$ cat config.mk
export PLATFORM = sky130hd
export DESIGN_NAME = rv32Core
export DESIGN_NICKNAME = d
export VERILOG_FILES = /design/src/source/rv32Pkg.sv /design/src/source/alu.sv /design/src/source/controlUnit.sv /design/src/source/immediateGen.sv /design/src/source/pcUnit.sv /design/src/source/registerFile.sv /design/src/source/rv32Core.sv
export VERILOG_INCLUDE_DIRS = /design/src /design/src/include
export SDC_FILE = /design/constraint.sdc
export NUM_CORES = 2
export LEC_CHECK = 0
export BUFFER_PORTS_ARGS = -buffer_cell sky130_fd_sc_hd__buf_2
export CAP_MARGIN = 20
export CORE_MARGIN = 2
export CORE_UTILIZATION = 64
export DETAILED_ROUTE_END_ITERATION = 8
export PLACE_DENSITY_LB_ADDON = 0.15
export SLEW_MARGIN = 0
export SYNTH_ARGS = -nofsm -noshare
export SYNTH_HDL_FRONTEND = slang
export SYNTH_SLANG_ARGS = --single-unit
$ cat constraint.sdc
create_clock -name clk -period 9.4 [get_ports clk]
set_input_delay 0.47 -clock clk [delete_from_list [all_inputs] [get_ports clk]]
set_output_delay 0.47 -clock clk [all_outputs]
set_load 0.02 [all_outputs]
$ cat src/include/coreCfg_cfg.svh
`ifndef CORECFG_CFG_SVH
`define CORECFG_CFG_SVH

// data and address width
`define XLEN 32

// architectural register file
`define REG_COUNT 32
`define REG_IDX_W 5

// first fetch address after reset
`define RESET_PC 32'h0000_0000

`endif

$ cat src/source/rv32Pkg.sv
`include "coreCfg_cfg.svh"

package rv32Pkg;

	typedef logic [`XLEN-1:0] word_t;
	typedef logic [`REG_IDX_W-1:0] regIdx_t;

	// major opcodes, bits [6:0] of the instruction
	typedef enum logic [6:0] {
		opOp   = 7'b0110011,
		opImm  = 7'b0010011,
		load   = 7'b0000011,
		store  = 7'b0100011,
		branch = 7'b1100011,
		jal    = 7'b1101111,
		lui    = 7'b0110111,
		system = 7'b1110011
	} opcode_t;

	typedef enum logic [3:0] {
		aluAdd,
		aluSub,
		aluAnd,
		aluOr,
		aluXor,
		aluSlt,
		aluSltu,
		aluSll,
		aluSrl,
		aluSra,
		aluPassB
	} aluOp_t;

	// same word seen as register form or immediate form
	typedef union packed {
		struct packed {
			logic [6:0] funct7;
			regIdx_t    rs2;
			regIdx_t    rs1;
			logic [2:0] funct3;
			regIdx_t    rd;
			opcode_t    opcode;
		} rType;
		struct packed {
			logic [11:0] imm12;
			regIdx_t     rs1;
			logic [2:0]  funct3;
			regIdx_t     rd;
			opcode_t     opcode;
		} iType;
	} instr_t;

endpackage

$ cat src/source/alu.sv
`timescale 1ns/1ps

module alu import rv32Pkg::*; (
	input  aluOp_t aluOp,
	input  word_t  srcA,
	input  word_t  srcB,
	output word_t  result,
	output logic   zero
);

	logic [4:0] shamt;

	// shift amount is the low five bits only
	assign shamt = srcB[4:0];

	always_comb begin
		case (aluOp)
			aluAdd:   result = srcA + srcB;
			aluSub:   result = srcA - srcB;
			aluAnd:   result = srcA & srcB;
			aluOr:    result = srcA | srcB;
			aluXor:   result = srcA ^ srcB;
			aluSlt:   result = word_t'($signed(srcA) < $signed(srcB));
			aluSltu:  result = word_t'(srcA < srcB);
			aluSll:   result = srcA << shamt;
			aluSrl:   result = srcA >> shamt;
			aluSra:   result = $signed(srcA) >>> shamt;
			aluPassB: result = srcB;
			default:  result = '0;
		endcase
	end

	// beq and bne look at this after a sub
	assign zero = (result == '0);

endmodule

$ cat src/source/controlUnit.sv
`timescale 1ns/1ps

module controlUnit import rv32Pkg::*; (
	input  instr_t inst,
	output aluOp_t aluOp,
	output logic   aluSrcImm,
	output logic   memToReg,
	output logic   memWrite,
	output logic   memRead,
	output logic   regWrite,
	output logic   branch,
	output logic   branchOnNotZero,
	output logic   jump,
	output logic   linkPc,
	output logic   halt
);

	// funct3 to ALU operation, alt selects sub or sra
	function automatic aluOp_t decodeAlu(input logic [2:0] funct3, input logic alt);
		aluOp_t op;
		case (funct3)
			3'b000:  op = alt ? aluSub : aluAdd;
			3'b001:  op = aluSll;
			3'b010:  op = aluSlt;
			3'b011:  op = aluSltu;
			3'b100:  op = aluXor;
			3'b101:  op = alt ? aluSra : aluSrl;
			3'b110:  op = aluOr;
			default: op = aluAnd;
		endcase
		return op;
	endfunction

	logic isShift;

	// only slli, srli and srai carry funct7 in an immediate op
	assign isShift = (inst.rType.funct3[1:0] == 2'b01);

	always_comb begin
		aluOp = aluAdd;
		aluSrcImm = 1'b0;
		memToReg = 1'b0;
		memWrite = 1'b0;
		memRead = 1'b0;
		regWrite = 1'b0;
		branch = 1'b0;
		branchOnNotZero = 1'b0;
		jump = 1'b0;
		linkPc = 1'b0;
		halt = 1'b0;
		case (inst.rType.opcode)
			opOp: begin
				regWrite = 1'b1;
				aluOp = decodeAlu(inst.rType.funct3, inst.rType.funct7[5]);
			end
			opImm: begin
				regWrite = 1'b1;
				aluSrcImm = 1'b1;
				aluOp = decodeAlu(inst.rType.funct3, isShift && inst.rType.funct7[5]);
			end
			load: begin
				regWrite = 1'b1;
				aluSrcImm = 1'b1;
				memRead = 1'b1;
				memToReg = 1'b1;
			end
			store: begin
				aluSrcImm = 1'b1;
				memWrite = 1'b1;
			end
			rv32Pkg::branch: begin
				// beq and bne compare through a subtraction
				aluOp = aluSub;
				branch = (inst.rType.funct3[2:1] == 2'b00);
				branchOnNotZero = (inst.rType.funct3 == 3'b001);
			end
			jal: begin
				jump = 1'b1;
				linkPc = 1'b1;
				regWrite = 1'b1;
			end
			lui: begin
				regWrite = 1'b1;
				aluSrcImm = 1'b1;
				aluOp = aluPassB;
			end
			system: begin
				halt = (inst.iType.funct3 == 3'b000) && (inst.iType.imm12 == 12'h001);
			end
			default: begin
				// unknown opcode runs as a nop
			end
		endcase
	end

endmodule

$ cat src/source/immediateGen.sv
`timescale 1ns/1ps

module immediateGen import rv32Pkg::*; (
	input  instr_t inst,
	output word_t  imm
);

	logic [31:0] w;

	assign w = inst;

	always_comb begin
		case (inst.rType.opcode)
			opImm, load: begin
				imm = {{20{inst.iType.imm12[11]}}, inst.iType.imm12};
			end
			store: begin
				imm = {{20{w[31]}}, w[31:25], w[11:7]};
			end
			branch: begin
				// offsets are in half words, bit 0 always clear
				imm = {{19{w[31]}}, w[31], w[7], w[30:25], w[11:8], 1'b0};
			end
			lui: begin
				imm = {w[31:12], 12'b0};
			end
			jal: begin
				imm = {{11{w[31]}}, w[31], w[19:12], w[20], w[30:21], 1'b0};
			end
			default: begin
				imm = '0;
			end
		endcase
	end

endmodule

$ cat src/source/pcUnit.sv
`timescale 1ns/1ps
`include "coreCfg_cfg.svh"

module pcUnit import rv32Pkg::*; (
	input  logic  clk,
	input  logic  arstN,
	input  logic  branchTaken,
	input  logic  halt,
	input  word_t imm,
	output word_t pc
);

	word_t pcNext;

	always_comb begin
		if (halt) begin
			pcNext = pc;
		end else if (branchTaken) begin
			pcNext = pc + imm;
		end else begin
			pcNext = pc + 32'd4;
		end
	end

	always_ff @(posedge clk or negedge arstN) begin
		if (!arstN) begin
			pc <= `RESET_PC;
		end else begin
			pc <= pcNext;
		end
	end

	// targets from imm must keep word alignment
	assert property (@(posedge clk) disable iff (!arstN) pc[1:0] == 2'b00);

endmodule

$ cat src/source/registerFile.sv
`timescale 1ns/1ps
`include "coreCfg_cfg.svh"

module registerFile import rv32Pkg::*; (
	input  logic    clk,
	input  logic    arstN,
	input  regIdx_t rs1,
	input  regIdx_t rs2,
	input  regIdx_t rd,
	input  word_t   wdata,
	input  logic    regWrite,
	output word_t   rs1Data,
	output word_t   rs2Data
);

	word_t regs [`REG_COUNT];

	always_ff @(posedge clk or negedge arstN) begin
		if (!arstN) begin
			for (int i = 0; i < `REG_COUNT; i++) begin
				regs[i] <= '0;
			end
		end else if (regWrite && (rd != '0)) begin
			// x0 never takes a write
			regs[rd] <= wdata;
		end
	end

	assign rs1Data = regs[rs1];
	assign rs2Data = regs[rs2];

	assert property (@(posedge clk) disable iff (!arstN)
		(rs1 == '0) |-> (rs1Data == '0));

	assert property (@(posedge clk) disable iff (!arstN)
		(rs2 == '0) |-> (rs2Data == '0));

endmodule

$ cat src/source/rv32Core.sv
`timescale 1ns/1ps

module rv32Core import rv32Pkg::*; (
	input  logic   clk,
	input  logic   arstN,
	output word_t  pc,
	input  instr_t inst,
	output word_t  dataAddr,
	output word_t  storeData,
	output logic   memWrite,
	output logic   memRead,
	input  word_t  loadData,
	output logic   halt
);

	aluOp_t aluOp;
	logic   aluSrcImm;
	logic   memToReg;
	logic   memWriteCtl;
	logic   regWriteCtl;
	logic   regWrite;
	logic   branch;
	logic   branchOnNotZero;
	logic   jump;
	logic   linkPc;
	logic   branchTaken;
	logic   zero;
	word_t  imm;
	word_t  rs1Data;
	word_t  rs2Data;
	word_t  srcB;
	word_t  aluResult;
	word_t  wdata;

	controlUnit control (
		.inst(inst),
		.aluOp(aluOp),
		.aluSrcImm(aluSrcImm),
		.memToReg(memToReg),
		.memWrite(memWriteCtl),
		.memRead(memRead),
		.regWrite(regWriteCtl),
		.branch(branch),
		.branchOnNotZero(branchOnNotZero),
		.jump(jump),
		.linkPc(linkPc),
		.halt(halt)
	);

	// nothing commits while halted
	assign regWrite = regWriteCtl & ~halt;
	assign memWrite = memWriteCtl & ~halt;

	registerFile regFile (
		.clk(clk),
		.arstN(arstN),
		.rs1(inst.rType.rs1),
		.rs2(inst.rType.rs2),
		.rd(inst.rType.rd),
		.wdata(wdata),
		.regWrite(regWrite),
		.rs1Data(rs1Data),
		.rs2Data(rs2Data)
	);

	immediateGen immGen (
		.inst(inst),
		.imm(imm)
	);

	assign srcB = aluSrcImm ? imm : rs2Data;

	alu execUnit (
		.aluOp(aluOp),
		.srcA(rs1Data),
		.srcB(srcB),
		.result(aluResult),
		.zero(zero)
	);

	assign branchTaken = jump | (branch & (branchOnNotZero ? ~zero : zero));

	pcUnit pcReg (
		.clk(clk),
		.arstN(arstN),
		.branchTaken(branchTaken),
		.halt(halt),
		.imm(imm),
		.pc(pc)
	);

	// jal links the address after itself
	assign wdata = memToReg ? loadData : (linkPc ? pc + 32'd4 : aluResult);

	assign dataAddr = aluResult;
	assign storeData = rs2Data;

endmodule

==> key figures <==
Status
  • Status: finished clean

Setup path
  • FF-to-FF setup slack: between 0.8 and 0.9 ns
  • Setup crit start kind: input port
  • R2r startpoint: regFile.regs[897]$_DFFE_PN0P_
  • Critical path class: input port to flip-flop
  • Critical path peak fanout: 46
  • Kind of end point of the critical path: flip-flop
  • CP required: roughly 10 ns
  • Worst reg-to-reg path cell count: 25
  • FF-to-FF End: pcReg.pc[5]$_DFFE_PN0N_
  • Worst Path Arrival: roughly 9.2 ns

Layout
  • Commonest non-fill, non-tap cell in the layout: nand2_1
  • Final net count: between 6,000 and 7,000
  • Fin cells: 8,174
  • Final Instance Area: 0.0729 mm2
  • Utilization after layout: 70.4%
  • Most frequent cells in the layout: 1,192 x nand2_1, 1,137 x o21ai_0, 1,056 x dfrtp_1
  • Layout cells sized above 1: a little under a fifth
  • Layout overhead on the synthesized area: 9.05%

Placed design
  • Port Buffers: about 160
  • Placed cell count: ~8,000
  • Hpwl dp: approximately 190,000 um
  • Placed Area: approximately 0.069 mm2
  • Final Wtd Congestion: about 1.1

Route
  • Drt drc: 0
  • Vias/cell: 7.61
  • Via count: roughly 62,000
  • Wirelength per Cell: about 35 um
  • Initial drt markers: 9,241
  • Routed wire length: ~280,000 um
  • Final ANT Viol Nets: 0
  • Pre-Repair DR Iteration Count: 8

Clocking
  • Clk sink count: between 1,000 and 1,500
  • Num CTS Buffers: ~110
  • CTS tree: yes
  • Clk slew on worst S/H paths: about 0.060 ns
  • Root buf cell: clkbuf_16
  • Post-CTS sizing: 0
  • Clock buffer depth: 3
  • H-tree depth: 3
  • Skew-Pair Late Insertion Delay: 0.74 ns

Floorplanning
  • Rows: 118
  • I/O pin total: about 170
  • Die width: 327 um
  • Starting Density: ~65%
  • DIE AREA: 0.107 mm2
  • Die Y-Extent: ~330 um
  • Core Box Area: a little over 0.1 mm2

Synth
  • Post-synthesis cell type count: 105
  • Seq/Total Area, Yosys: between 30 and 40%
  • Post-Synthesis Cells: 6,842
  • Post-Syn Area: ~0.067 mm2
  • Largest family of logic cells by synthesized area: multiplexers
  • Adder-Cell Fraction of Synth Area: approximately 2.5%
  • Ys async rst share: 100%
  • Syn_area_per_cell: about 9.8 um2
  • Nets in the synthesized netlist: roughly 7,000
  • Post-synth EDFFs: 0
  • Post-Synth Simple-Gate Area: about 12%
  • Top_reg_cell synth: dfrtp_1
  • Cell taking the most area after synthesis: dfrtp_1
  • Area share of the largest cell type after synthesis: 39.5%
  • Synth Area in XOR/XNOR: 0.865%
  • Mux cell area share after synthesis: 21.2%
  • Dominant cells by area after synthesis: dfrtp_1 40%, mux4_2 16%, o21ai_0 8.5%
  • Post-synthesis register bit count: between 1,000 and 1,500
  • Synth Warn #: 0
  • Post-synthesis compound-gate area fraction: between 10% and 20%

Min path
  • Hold path start: loadData[2]
  • Worst hold stages: 3
  • Hold WC Path Type: input port to flip-flop
  • WHS Endpoint: regFile.regs[418]$_DFFE_PN0P_

Timing
  • Fmax: 117 MHz
  • Slew at the pin closest to its max-slew limit: 1.36 ns
  • Slew Limit Fails: 0
  • Setup TNS: 0 ns
  • Final min period: approximately 8.5 ns
  • Clock Skew: 0.0760 ns
  • Slew margin rel.: under 10%
  • WHS: between 0.1 and 0.15 ns
  • Final setup viols: 0
  • Final hold vios: 0
  • RSZ-0062 raised after global routing: no
  • Period utilization: 90.8%

Power
  • Pwr dens: 157 mW/mm2
  • Leak pwr: between 30 and 40 nW
  • Maximum vdd drop: around 0.00021 V

GRT
  • Initial antenna violation count: 20
  • Aggregate global routing overflow: 0
  • GRT Overall Usage: ~53%
  • Vias in the first global route: about 60,000
  • Largest net degree at the start of global routing: about 190
  • First-pass GRT wire length: ~400,000 um

Job
  • Total of max-cap violations: 0
worst max path at each step:
stage | startpoint | end | slack [ns] | cells past startpoint
after global routing | inst[20] | pcReg.pc[9]$_DFFE_PN0N_ | 0.63 | 26
after detailed placement | inst[20] | pcReg.pc[5]$_DFFE_PN0N_ | 0.55 | 23
final | inst[22] | pcReg.pc[5]$_DFFE_PN0N_ | 0.86 | 26
after global placement | inst[16] | pcReg.pc[5]$_DFFE_PN0N_ | 0.61 | 25
after CTS | regFile.regs[768]$_DFFE_PN0P_ | pcReg.pc[5]$_DFFE_PN0N_ | 1.21 | 24
after floorplan | inst[21] | pcReg.pc[18]$_DFFE_PN0N_ | 0.68 | 27
metrics by stage:
step	setup slack, ns	total power, mW
finish	0.862	11.4
global route	0.626	11.7
CTS	1.21	11.3
detailed placement	0.547	6.92
global placement	0.609	6.89
floorplan	0.675	6.09
what timing repair did:
| item | in CTS | in global routing |
|---|---|---|
| setup buffers | 0 | 0 |
| hold buffers | 1 | 0 |
| endpoints found under the hold margin | 118 | 0 |
sequential cells by signal, summed over array words and instances (netlist names):
register	flops
regFile.regs	1024
pcReg.pc	32
where the power goes:
part	switching [mW]	internal [mW]
logic	1.43	0.689
clock network	1.97	2.53
registers	0.163	4.67
total	3.56	7.89
critical path, stage by stage:
cell and delay [ns]:
buf_6 0.44, mux2_2 0.41, mux4_2 0.49, o22ai_1 0.55, nor3_4 0.09, nor2_1 0.15
buf_4 0.18, inv_2 0.14, ha_1 0.27, nor2_1 0.11, a221oi_1 0.09, or4_1 0.44
a211o_1 0.34, o211ai_1 0.76, a2111oi_0 0.25, buf_4 0.22, o21ba_2 0.23, o31a_1 0.32
o31ai_1 0.28, a211oi_1 0.12, or4b_2 0.68, a2111o_1 0.47, nor4_2 0.46, or2_0 0.52
nor3_1 0.14, a221o_1 0.38
synth_stat cells, types with 19 or more instances:
cell,instances
nor2b_1,23
o21ai_0,1137
dfrtp_1,1056
o32a_1,20
nand3_1,105
buf_2,63
o211ai_1,35
a21o_1,26
nand2_1,1224
inv_1,141
or2_2,21
o32ai_1,47
xnor2_1,49
nand2b_1,26
nor2_1,256
a21oi_1,193
buf_6,19
o21a_1,27
o22ai_1,28
ha_1,129
a22oi_1,150
and2_1,22
mux4_2,466
o31ai_1,22
or3_1,29
a22o_1,39
mux2_2,58
clkbuf_1,503
mux2i_1,291
a221oi_1,30
o2111ai_1,22
a31oi_1,36
buf_1,57
a211oi_1,59
nor3_1,71
buf_4,20
routing by layer:
| metal | track usage (%) | routed length [um] | up-vias |
|---|---|---|---|
| met5 | 0.754 | 222 | - |
| met4 | 37.8 | 24900 | 21 |
| met3 | 22.3 | 44500 | 1421 |
| met2 | 72.5 | 116000 | 5414 |
| met1 | 66.5 | 97200 | 30400 |
| li1 | - | - | 24900 |
cell type report:
| class | count | area, um2 |
|---|---|---|
| clock buffer | 151 | 3140 |
| inverter | 146 | 548 |
| fill | 7564 | 30600 |
| clock inverter | 48 | 552 |
| timing repair buffer | 397 | 2850 |
| tap | 1380 | 1730 |
| sequential | 1056 | 26400 |
| multi-input combinational | 4976 | 37600 |
| antenna | 20 | 50.0 |
logic make-up after synthesis:
| kind of cell | Yosys count |
|---|---|
| adders and majority gates | 132 |
| muxes | 824 |
| xor gates and xnor gates | 66 |
| buffers and inverters | 810 |
| and+or+nand+nor | 1894 |
| AOI/OAI and AO/OA | 2060 |
| DFF | 1056 |
Note: power is estimated with default switching activity, not from simulation.
